[config.mk]
export PLATFORM = sky130hd
export DESIGN_NAME = jobAssign
export DESIGN_NICKNAME = d
export VERILOG_FILES = /design/src/hw/jobPkg.sv /design/src/hw/costPkg.sv /design/src/hw/permuteGen.sv /design/src/hw/costSummer.sv /design/src/hw/minTracker.sv /design/src/hw/jobAssign.sv
export SDC_FILE = /design/constraint.sdc
export NUM_CORES = 1
export LEC_CHECK = 0
export BUFFER_PORTS_ARGS = -buffer_cell sky130_fd_sc_hd__buf_2
export CAP_MARGIN = 20
export CORE_MARGIN = 1.5
export CORE_UTILIZATION = 55
export DETAILED_ROUTE_END_ITERATION = 7
export GPL_TIMING_DRIVEN = 1
export PLACE_DENSITY = 0.73
export SYNTH_ARGS = -nofsm -noshare
export SYNTH_HDL_FRONTEND = slang
export SYNTH_HIERARCHICAL = 1
export SYNTH_SLANG_ARGS = --single-unit
[constraint.sdc]
create_clock -name clk -period 3.42 [get_ports clk]
set_input_delay 0.171 -clock clk [delete_from_list [all_inputs] [get_ports clk]]
set_output_delay 0.171 -clock clk [all_outputs]
set_load 0.1 [all_outputs]
[src/hw/jobPkg.sv]
`default_nettype none

package jobPkg;

    // workers and jobs
    localparam int jobCount = 8;
    localparam int indexWidth = 3;

    // 8! assignments
    localparam int permCount = 40320;

    // permutation generator states
    localparam logic [1:0] stHold = 2'd0;
    localparam logic [1:0] stPivot = 2'd1;
    localparam logic [1:0] stSwap = 2'd2;
    localparam logic [1:0] stReverse = 2'd3;

endpackage

`default_nettype wire

[src/hw/costPkg.sv]
`default_nettype none

package costPkg;

    // one cost-memory entry
    localparam int costWidth = 7;

    // eight entries of at most 127 stay below 1024
    localparam int sumWidth = 10;

    // holds the full 40320 when every assignment ties
    localparam int countWidth = 16;

    localparam logic [sumWidth-1:0] sumMax = '1;

endpackage

`default_nettype wire

[src/hw/permuteGen.sv]
`timescale 1ns/1ps
`default_nettype none

module permuteGen import jobPkg::*; (
    input  logic                  clk,
    input  logic                  rst,
    input  logic [indexWidth-1:0] worker,
    input  logic                  advance,
    output logic [indexWidth-1:0] job,
    output logic                  ready,
    output logic                  last
);

    logic [indexWidth-1:0] perm [jobCount];
    logic [indexWidth-1:0] nextPerm [jobCount];
    logic [indexWidth-1:0] pivotIdx;
    logic [indexWidth-1:0] swapIdx;
    logic [1:0]            state;

    assign job = perm[worker];
    assign ready = (state == stHold);

    // no ascent left means this is 7..0
    always_comb begin
        last = 1'b1;
        for (int k = 0; k < jobCount - 1; k++) begin
            if (perm[k] < perm[k + 1]) begin
                last = 1'b0;
            end
        end
    end

    // pivot takes the swap entry and the tail after the pivot is mirrored
    // with the old pivot value landing where the swap entry mirrors to
    always_comb begin
        int m;
        for (int k = 0; k < jobCount; k++) begin
            m = jobCount + int'(pivotIdx) - k;
            if (k < int'(pivotIdx)) begin
                nextPerm[k] = perm[k];
            end else if (k == int'(pivotIdx)) begin
                nextPerm[k] = perm[swapIdx];
            end else if (indexWidth'(m) == swapIdx) begin
                nextPerm[k] = perm[pivotIdx];
            end else begin
                nextPerm[k] = perm[indexWidth'(m)];
            end
        end
    end

    always_ff @(posedge clk) begin
        if (rst) begin
            for (int k = 0; k < jobCount; k++) begin
                perm[k] <= indexWidth'(k);
            end
            pivotIdx <= '0;
            swapIdx <= '0;
            state <= stHold;
        end else begin
            case (state)
                stHold: begin
                    if (advance) begin
                        pivotIdx <= indexWidth'(jobCount - 2);
                        state <= stPivot;
                    end
                end
                stPivot: begin
                    // first ascent seen from the right
                    if (perm[pivotIdx] < perm[pivotIdx + 1'b1]) begin
                        swapIdx <= indexWidth'(jobCount - 1);
                        state <= stSwap;
                    end else begin
                        pivotIdx <= pivotIdx - 1'b1;
                    end
                end
                stSwap: begin
                    // rightmost entry larger than the pivot
                    if (perm[swapIdx] > perm[pivotIdx]) begin
                        state <= stReverse;
                    end else begin
                        swapIdx <= swapIdx - 1'b1;
                    end
                end
                stReverse: begin
                    for (int k = 0; k < jobCount; k++) begin
                        perm[k] <= nextPerm[k];
                    end
                    state <= stHold;
                end
                default: begin
                    state <= stHold;
                end
            endcase
        end
    end

endmodule

`default_nettype wire

[src/hw/costSummer.sv]
`timescale 1ns/1ps
`default_nettype none

module costSummer import jobPkg::*, costPkg::*; (
    input  logic                  clk,
    input  logic                  rst,
    input  logic                  ready,
    input  logic                  last,
    input  logic [indexWidth-1:0] job,
    input  logic [costWidth-1:0]  cost,
    output logic [indexWidth-1:0] worker,
    output logic                  advance,
    output logic                  costRead,
    output logic [indexWidth-1:0] costWorker,
    output logic [indexWidth-1:0] costJob,
    output logic [sumWidth-1:0]   sum,
    output logic                  sumValid,
    output logic                  finalSum
);

    logic [indexWidth-1:0] readIdx;
    logic                  busy;
    logic                  readDly;
    logic                  lastDly;

    assign worker = readIdx;
    assign costWorker = readIdx;
    assign costJob = job;

    always_ff @(posedge clk) begin
        if (rst) begin
            readIdx <= '0;
            busy <= 1'b0;
            costRead <= 1'b0;
            readDly <= 1'b0;
            lastDly <= 1'b0;
            sumValid <= 1'b0;
            advance <= 1'b0;
            finalSum <= 1'b0;
        end else begin
            // new permutation is stable
            if (!busy && ready) begin
                busy <= 1'b1;
                costRead <= 1'b1;
                readIdx <= '0;
            end

            if (costRead) begin
                readIdx <= readIdx + 1'b1;
                if (readIdx == indexWidth'(jobCount - 1)) begin
                    costRead <= 1'b0;
                end
            end

            // cost memory answers one cycle after the strobe
            readDly <= costRead;
            lastDly <= costRead && (readIdx == indexWidth'(jobCount - 1));

            sumValid <= lastDly;
            advance <= lastDly && !last;
            finalSum <= lastDly && last;

            // after the final sum the summer stays busy for good
            if (sumValid && !finalSum) begin
                busy <= 1'b0;
            end
        end
    end

    always_ff @(posedge clk) begin
        if (!busy && ready) begin
            sum <= '0;
        end else if (readDly) begin
            sum <= sum + sumWidth'(cost);
        end
    end

endmodule

`default_nettype wire

[src/hw/minTracker.sv]
`timescale 1ns/1ps
`default_nettype none

module minTracker import costPkg::*; (
    input  logic                  clk,
    input  logic                  rst,
    input  logic [sumWidth-1:0]   sum,
    input  logic                  sumValid,
    input  logic                  finalSum,
    output logic [sumWidth-1:0]   minCost,
    output logic [countWidth-1:0] matchCount,
    output logic                  done
);

    always_ff @(posedge clk) begin
        if (rst) begin
            minCost <= sumMax;
            matchCount <= '0;
            done <= 1'b0;
        end else if (sumValid) begin
            if (sum < minCost) begin
                // new best restarts the count
                minCost <= sum;
                matchCount <= countWidth'(1);
            end else if (sum == minCost) begin
                matchCount <= matchCount + 1'b1;
            end
            if (finalSum) begin
                done <= 1'b1;
            end
        end
    end

endmodule

`default_nettype wire

[src/hw/jobAssign.sv]
`timescale 1ns/1ps
`default_nettype none

module jobAssign import jobPkg::*, costPkg::*; (
    input  logic                  clk,
    input  logic                  rst,
    input  logic [costWidth-1:0]  cost,
    output logic                  costRead,
    output logic [indexWidth-1:0] costWorker,
    output logic [indexWidth-1:0] costJob,
    output logic [sumWidth-1:0]   minCost,
    output logic [countWidth-1:0] matchCount,
    output logic                  done
);

    logic [indexWidth-1:0] worker;
    logic [indexWidth-1:0] job;
    logic                  ready;
    logic                  last;
    logic                  advance;
    logic [sumWidth-1:0]   sum;
    logic                  sumValid;
    logic                  finalSum;

    permuteGen gen (
        .clk     (clk),
        .rst     (rst),
        .worker  (worker),
        .advance (advance),
        .job     (job),
        .ready   (ready),
        .last    (last)
    );

    costSummer summer (
        .clk        (clk),
        .rst        (rst),
        .ready      (ready),
        .last       (last),
        .job        (job),
        .cost       (cost),
        .worker     (worker),
        .advance    (advance),
        .costRead   (costRead),
        .costWorker (costWorker),
        .costJob    (costJob),
        .sum        (sum),
        .sumValid   (sumValid),
        .finalSum   (finalSum)
    );

    minTracker tracker (
        .clk        (clk),
        .rst        (rst),
        .sum        (sum),
        .sumValid   (sumValid),
        .finalSum   (finalSum),
        .minCost    (minCost),
        .matchCount (matchCount),
        .done       (done)
    );

endmodule

`default_nettype wire

==> flow_summary_export.csv <==
group,metric,value,unit
power,power.leakage,3.205,nW
yosys,synth_top_family_by_area,"multiplexers",
yosys,synth_common_cells,"61 x dfxtp_1, 58 x ha_1, 56 x nor2_1",
grt,grt_pass1_vias,5950,
clock_network,postCtsHoldBufs,0,
yosys,ys.warnings.count,6,
floorplan,fp.dieH,116.0,µm
yosys,ys_ff_latch,85,
routing,routedWlPerCell,21.18,µm
sta,slew_headroom,41.09,%
clock_network,clkSlewWorstSetupHoldPaths,0.07,ns
job,drv_cap,0,
yosys,synth_ff_type,"dfxtp_1",
sta,hold_violations,0,
routing,drt_iter0_markers,994,
sta,fin_skew,0.007175,ns
routing,via_per_inst,6.569,
routing,first_pass_iters,6,
floorplan,dieWidth,116.0,µm
clock_network,clk_latency,0.35,ns
worst_setup_path,r2r_slack,0.17,ns
floorplan,num_rows,41,
floorplan,io_pins,43,
placed_design,dp_hpwl,14480,µm
routing,antenna_left,0,
clock_network,cts-root-buf,"clkbuf_16",
worst_setup_path,r2r_end,"gen/swapIdx[1]",
yosys,synth_seq_area_share,27.66,%
routing,totalWireLength,20080,µm
grt,grt.overflow.total,0,
power,ir_drop,0.3883,mV
yosys,synth_most_common_cell,"dfxtp_1",
yosys,synth_nets,796,
sta,report.final.setup_viol,0,
worst_setup_path,endpoint,"gen/swapIdx[1]",
sta,period_needed,3.247,ns
worst_setup_path,path_cells,"mux4_2, mux2i_1, ha_1, nor2b_1, o21ai_0, a211oi_1, nor3_4, nor2_1, a311oi_1",
worst_setup_path,slowest_stage,"dfxtp_1",
clock_network,cts_tree,"done",
power,p_per_area,642.3,mW/mm²
sta,max_freq,308.0,MHz
layout,nFillCells,1028,
clock_network,cts_buffers,9,
yosys,synth_compound_area_share,16.31,%
clock_network,clockBufferDepth,2,
floorplan,initial_utilization,56.09,%
worst_setup_path,end_kind,"flip-flop",
routing,vias,6227,
worst_setup_path,setup.worst_path.start_class,"flip-flop",
yosys,ys_types,74,
sta,fin_tns_setup,0,ns
routing,drc,0,
worst_setup_path,crit_fanout,7,
yosys,netlist.area_leader.share,17.39,%
grt,grt_pass1_wl,31690,µm
floorplan,die_area,0.01345,mm²
worst_setup_path,criticalPathCategory,"reg -> reg",
yosys,yosys.area_share.adder,10.62,%
yosys,syn-cell-area,0.007020,mm²
worst_setup_path,worst-endpoint-required,3.67,ns
run_status,outcome,"finished clean",
layout,layout-drive-gt1-share,21.65,%
yosys,synth_edf_count,24,
placed_design,io_buffers,42,
yosys,ys_top_cells_by_area,"dfxtp_1 17%, mux4_2 12%, ha_1 10%",
worst_hold_path,holdCritPathClass,"in -> reg",
sta,fin_crit_sh,94.93,%
clock_network,cts_sinks,85,
layout,layout-area-overhead-vs-synth,10.89,%
layout,diodes,0,
worst_setup_path,ff2ff_path_depth,9,
grt,grt_max_degree,32,
yosys,synth_xor_area_share,1.978,%
worst_setup_path,arrival,3.50,ns
worst_setup_path,slowest_delay,0.54,ns
grt,antenna_found_initial,0,
yosys,muxShareOfSynthArea,21.60,%
yosys,synth-simple-area-share,15.79,%
floorplan,core_region_area,0.01252,mm²
yosys,async_flop_share,0,%
yosys,netlist_instances,728,
sta,finalHoldWorstSlack,0.2075,ns
sta,worstMarginPinSlew,0.8836,ns
grt,grtUsageTotal,31.28,%
sta,slew_violations,0,
clock_network,htreeDepth,3,
placed_design,gp_congestion,1.035,
yosys,yosysTopAreaCell,"dfxtp_1",
layout,fin_nets,839,
yosys,syn-mean-instance-area,9.644,µm²
-- per-stage QoR --
stage               util (%)  worst slack, ns  power, W  cell area, µm²  cells
finish                 62.20           0.1735  0.005001            7785    948
global route           62.20        -0.002703  0.005280            7785    948
CTS                    62.17           0.1876  0.004943            7781    948
detailed placement     59.73           0.2063  0.003902            7476    932
global placement       59.73           0.3361  0.003830            7476    932
floorplan                  -          0.03287  0.003237            7022    728
-- report_power, final --
part	internal (W)	switching [W]	leakage, nW	total (W)
clock network	0.000582	0.000439	0.152	0.00102
registers	0.00115	0.000228	0.707	0.00138
logic	0.00112	0.00148	2.35	0.00260
total	0.00285	0.00215	3.21	0.00500
-- sequential cells by signal, indices dropped and copies added, names as in the netlist, named ones only --
name	count
summer/busy	1
summer/advance	1
summer/readDly	1
summer/costRead	1
summer/finalSum	1
summer/sum	10
gen/swapIdx	3
tracker/minCost	10
summer/sumValid	1
gen/state	2
summer/lastDly	1
tracker/matchCount	16
tracker/done	1
gen/perm	24
summer/costWorker	3
gen/pivotIdx	3
-- layout by cell type, fill, tap and decap left out, types with 3 or more instances in the layout --
master and instances:
mux4_2 38, and2_1 4, nor3_1 13, nor2b_1 11, and3_1 3, ha_1 58
nand3_1 24, mux2_2 19, o211ai_1 10, o21ai_0 27, buf_4 32, a21oi_1 39
a311oi_1 5, or3_1 4, mux2i_1 37, nand3b_1 4, buf_2 42, xnor2_1 4
nor4_1 7, nor2_1 56, nand2b_1 15, clkbuf_16 10, a21o_1 15, o21a_1 4
dfxtp_1 61, nand2_1 50, a211oi_1 7, nor3_4 3, xor2_1 10, a211o_1 20
o31ai_1 3, nand4_1 7, inv_1 53, edfxtp_1 24
-- repair_timing --
action,in CTS,in global routing
resized for setup,0,1
setup endpoints to repair,0,4
buffers inserted,0,0
-- worst max-delay path, delay by kind of cell (launching register included) --
| kind | cells | cell delay [ns] |
|---|---|---|
| compound gates | 3 | 0.67 |
| fa+ha+maj | 1 | 0.36 |
| flops | 1 | 0.54 |
| mux | 2 | 1.04 |
| simple gates | 3 | 0.54 |
-- area by class of cell --
| cell class | count | area, µm² | share of cell area (%) |
|---|---|---|---|
| multi-input cells | 544 | 4658 | 59.84 |
| flip-flops and latches | 85 | 1942 | 24.94 |
| repair buffers | 74 | 450.4 | 5.786 |
| clock buffers | 13 | 281.5 | 3.616 |
| well taps | 172 | 215.2 | 2.764 |
| inverters | 57 | 214.0 | 2.748 |
| clock inverters | 3 | 23.77 | 0.3054 |
-- cells by family (layout without fill, tap and decap cells) --
group / after synthesis / after routing
simple gates: 215 / 215
compound gates: 157 / 157
buf+inv: 99 / 147
mux: 98 / 98
flops: 85 / 85
fa+ha+maj: 59 / 59
xor+xnor: 15 / 15
-- how the worst min path moves through the flow --
stage | start | end | slack, ns | cells after the start
after floorplan | rst | summer/costWorker[1] | 0.24 | 1
after detailed placement | tracker/done | tracker/done | 0.48 | 2
final | cost[0] | summer/sum[0] | 0.21 | 4
after CTS | cost[0] | summer/sum[0] | 0.20 | 4
after global routing | cost[0] | summer/sum[0] | 0.24 | 4
after global placement | tracker/done | tracker/done | 0.47 | 2
-- metal layers --
layer / vias to the layer above / track usage (%) / routed length, µm
met3: 97 / 7.688 / 2096
met5: - / 0 / 0
met2: 390 / 51.02 / 9256
met4: 0 / 14.80 / 1098
met1: 2952 / 39.16 / 7627
li1: 2788 / - / -
Power figures use the tool's default switching activity.
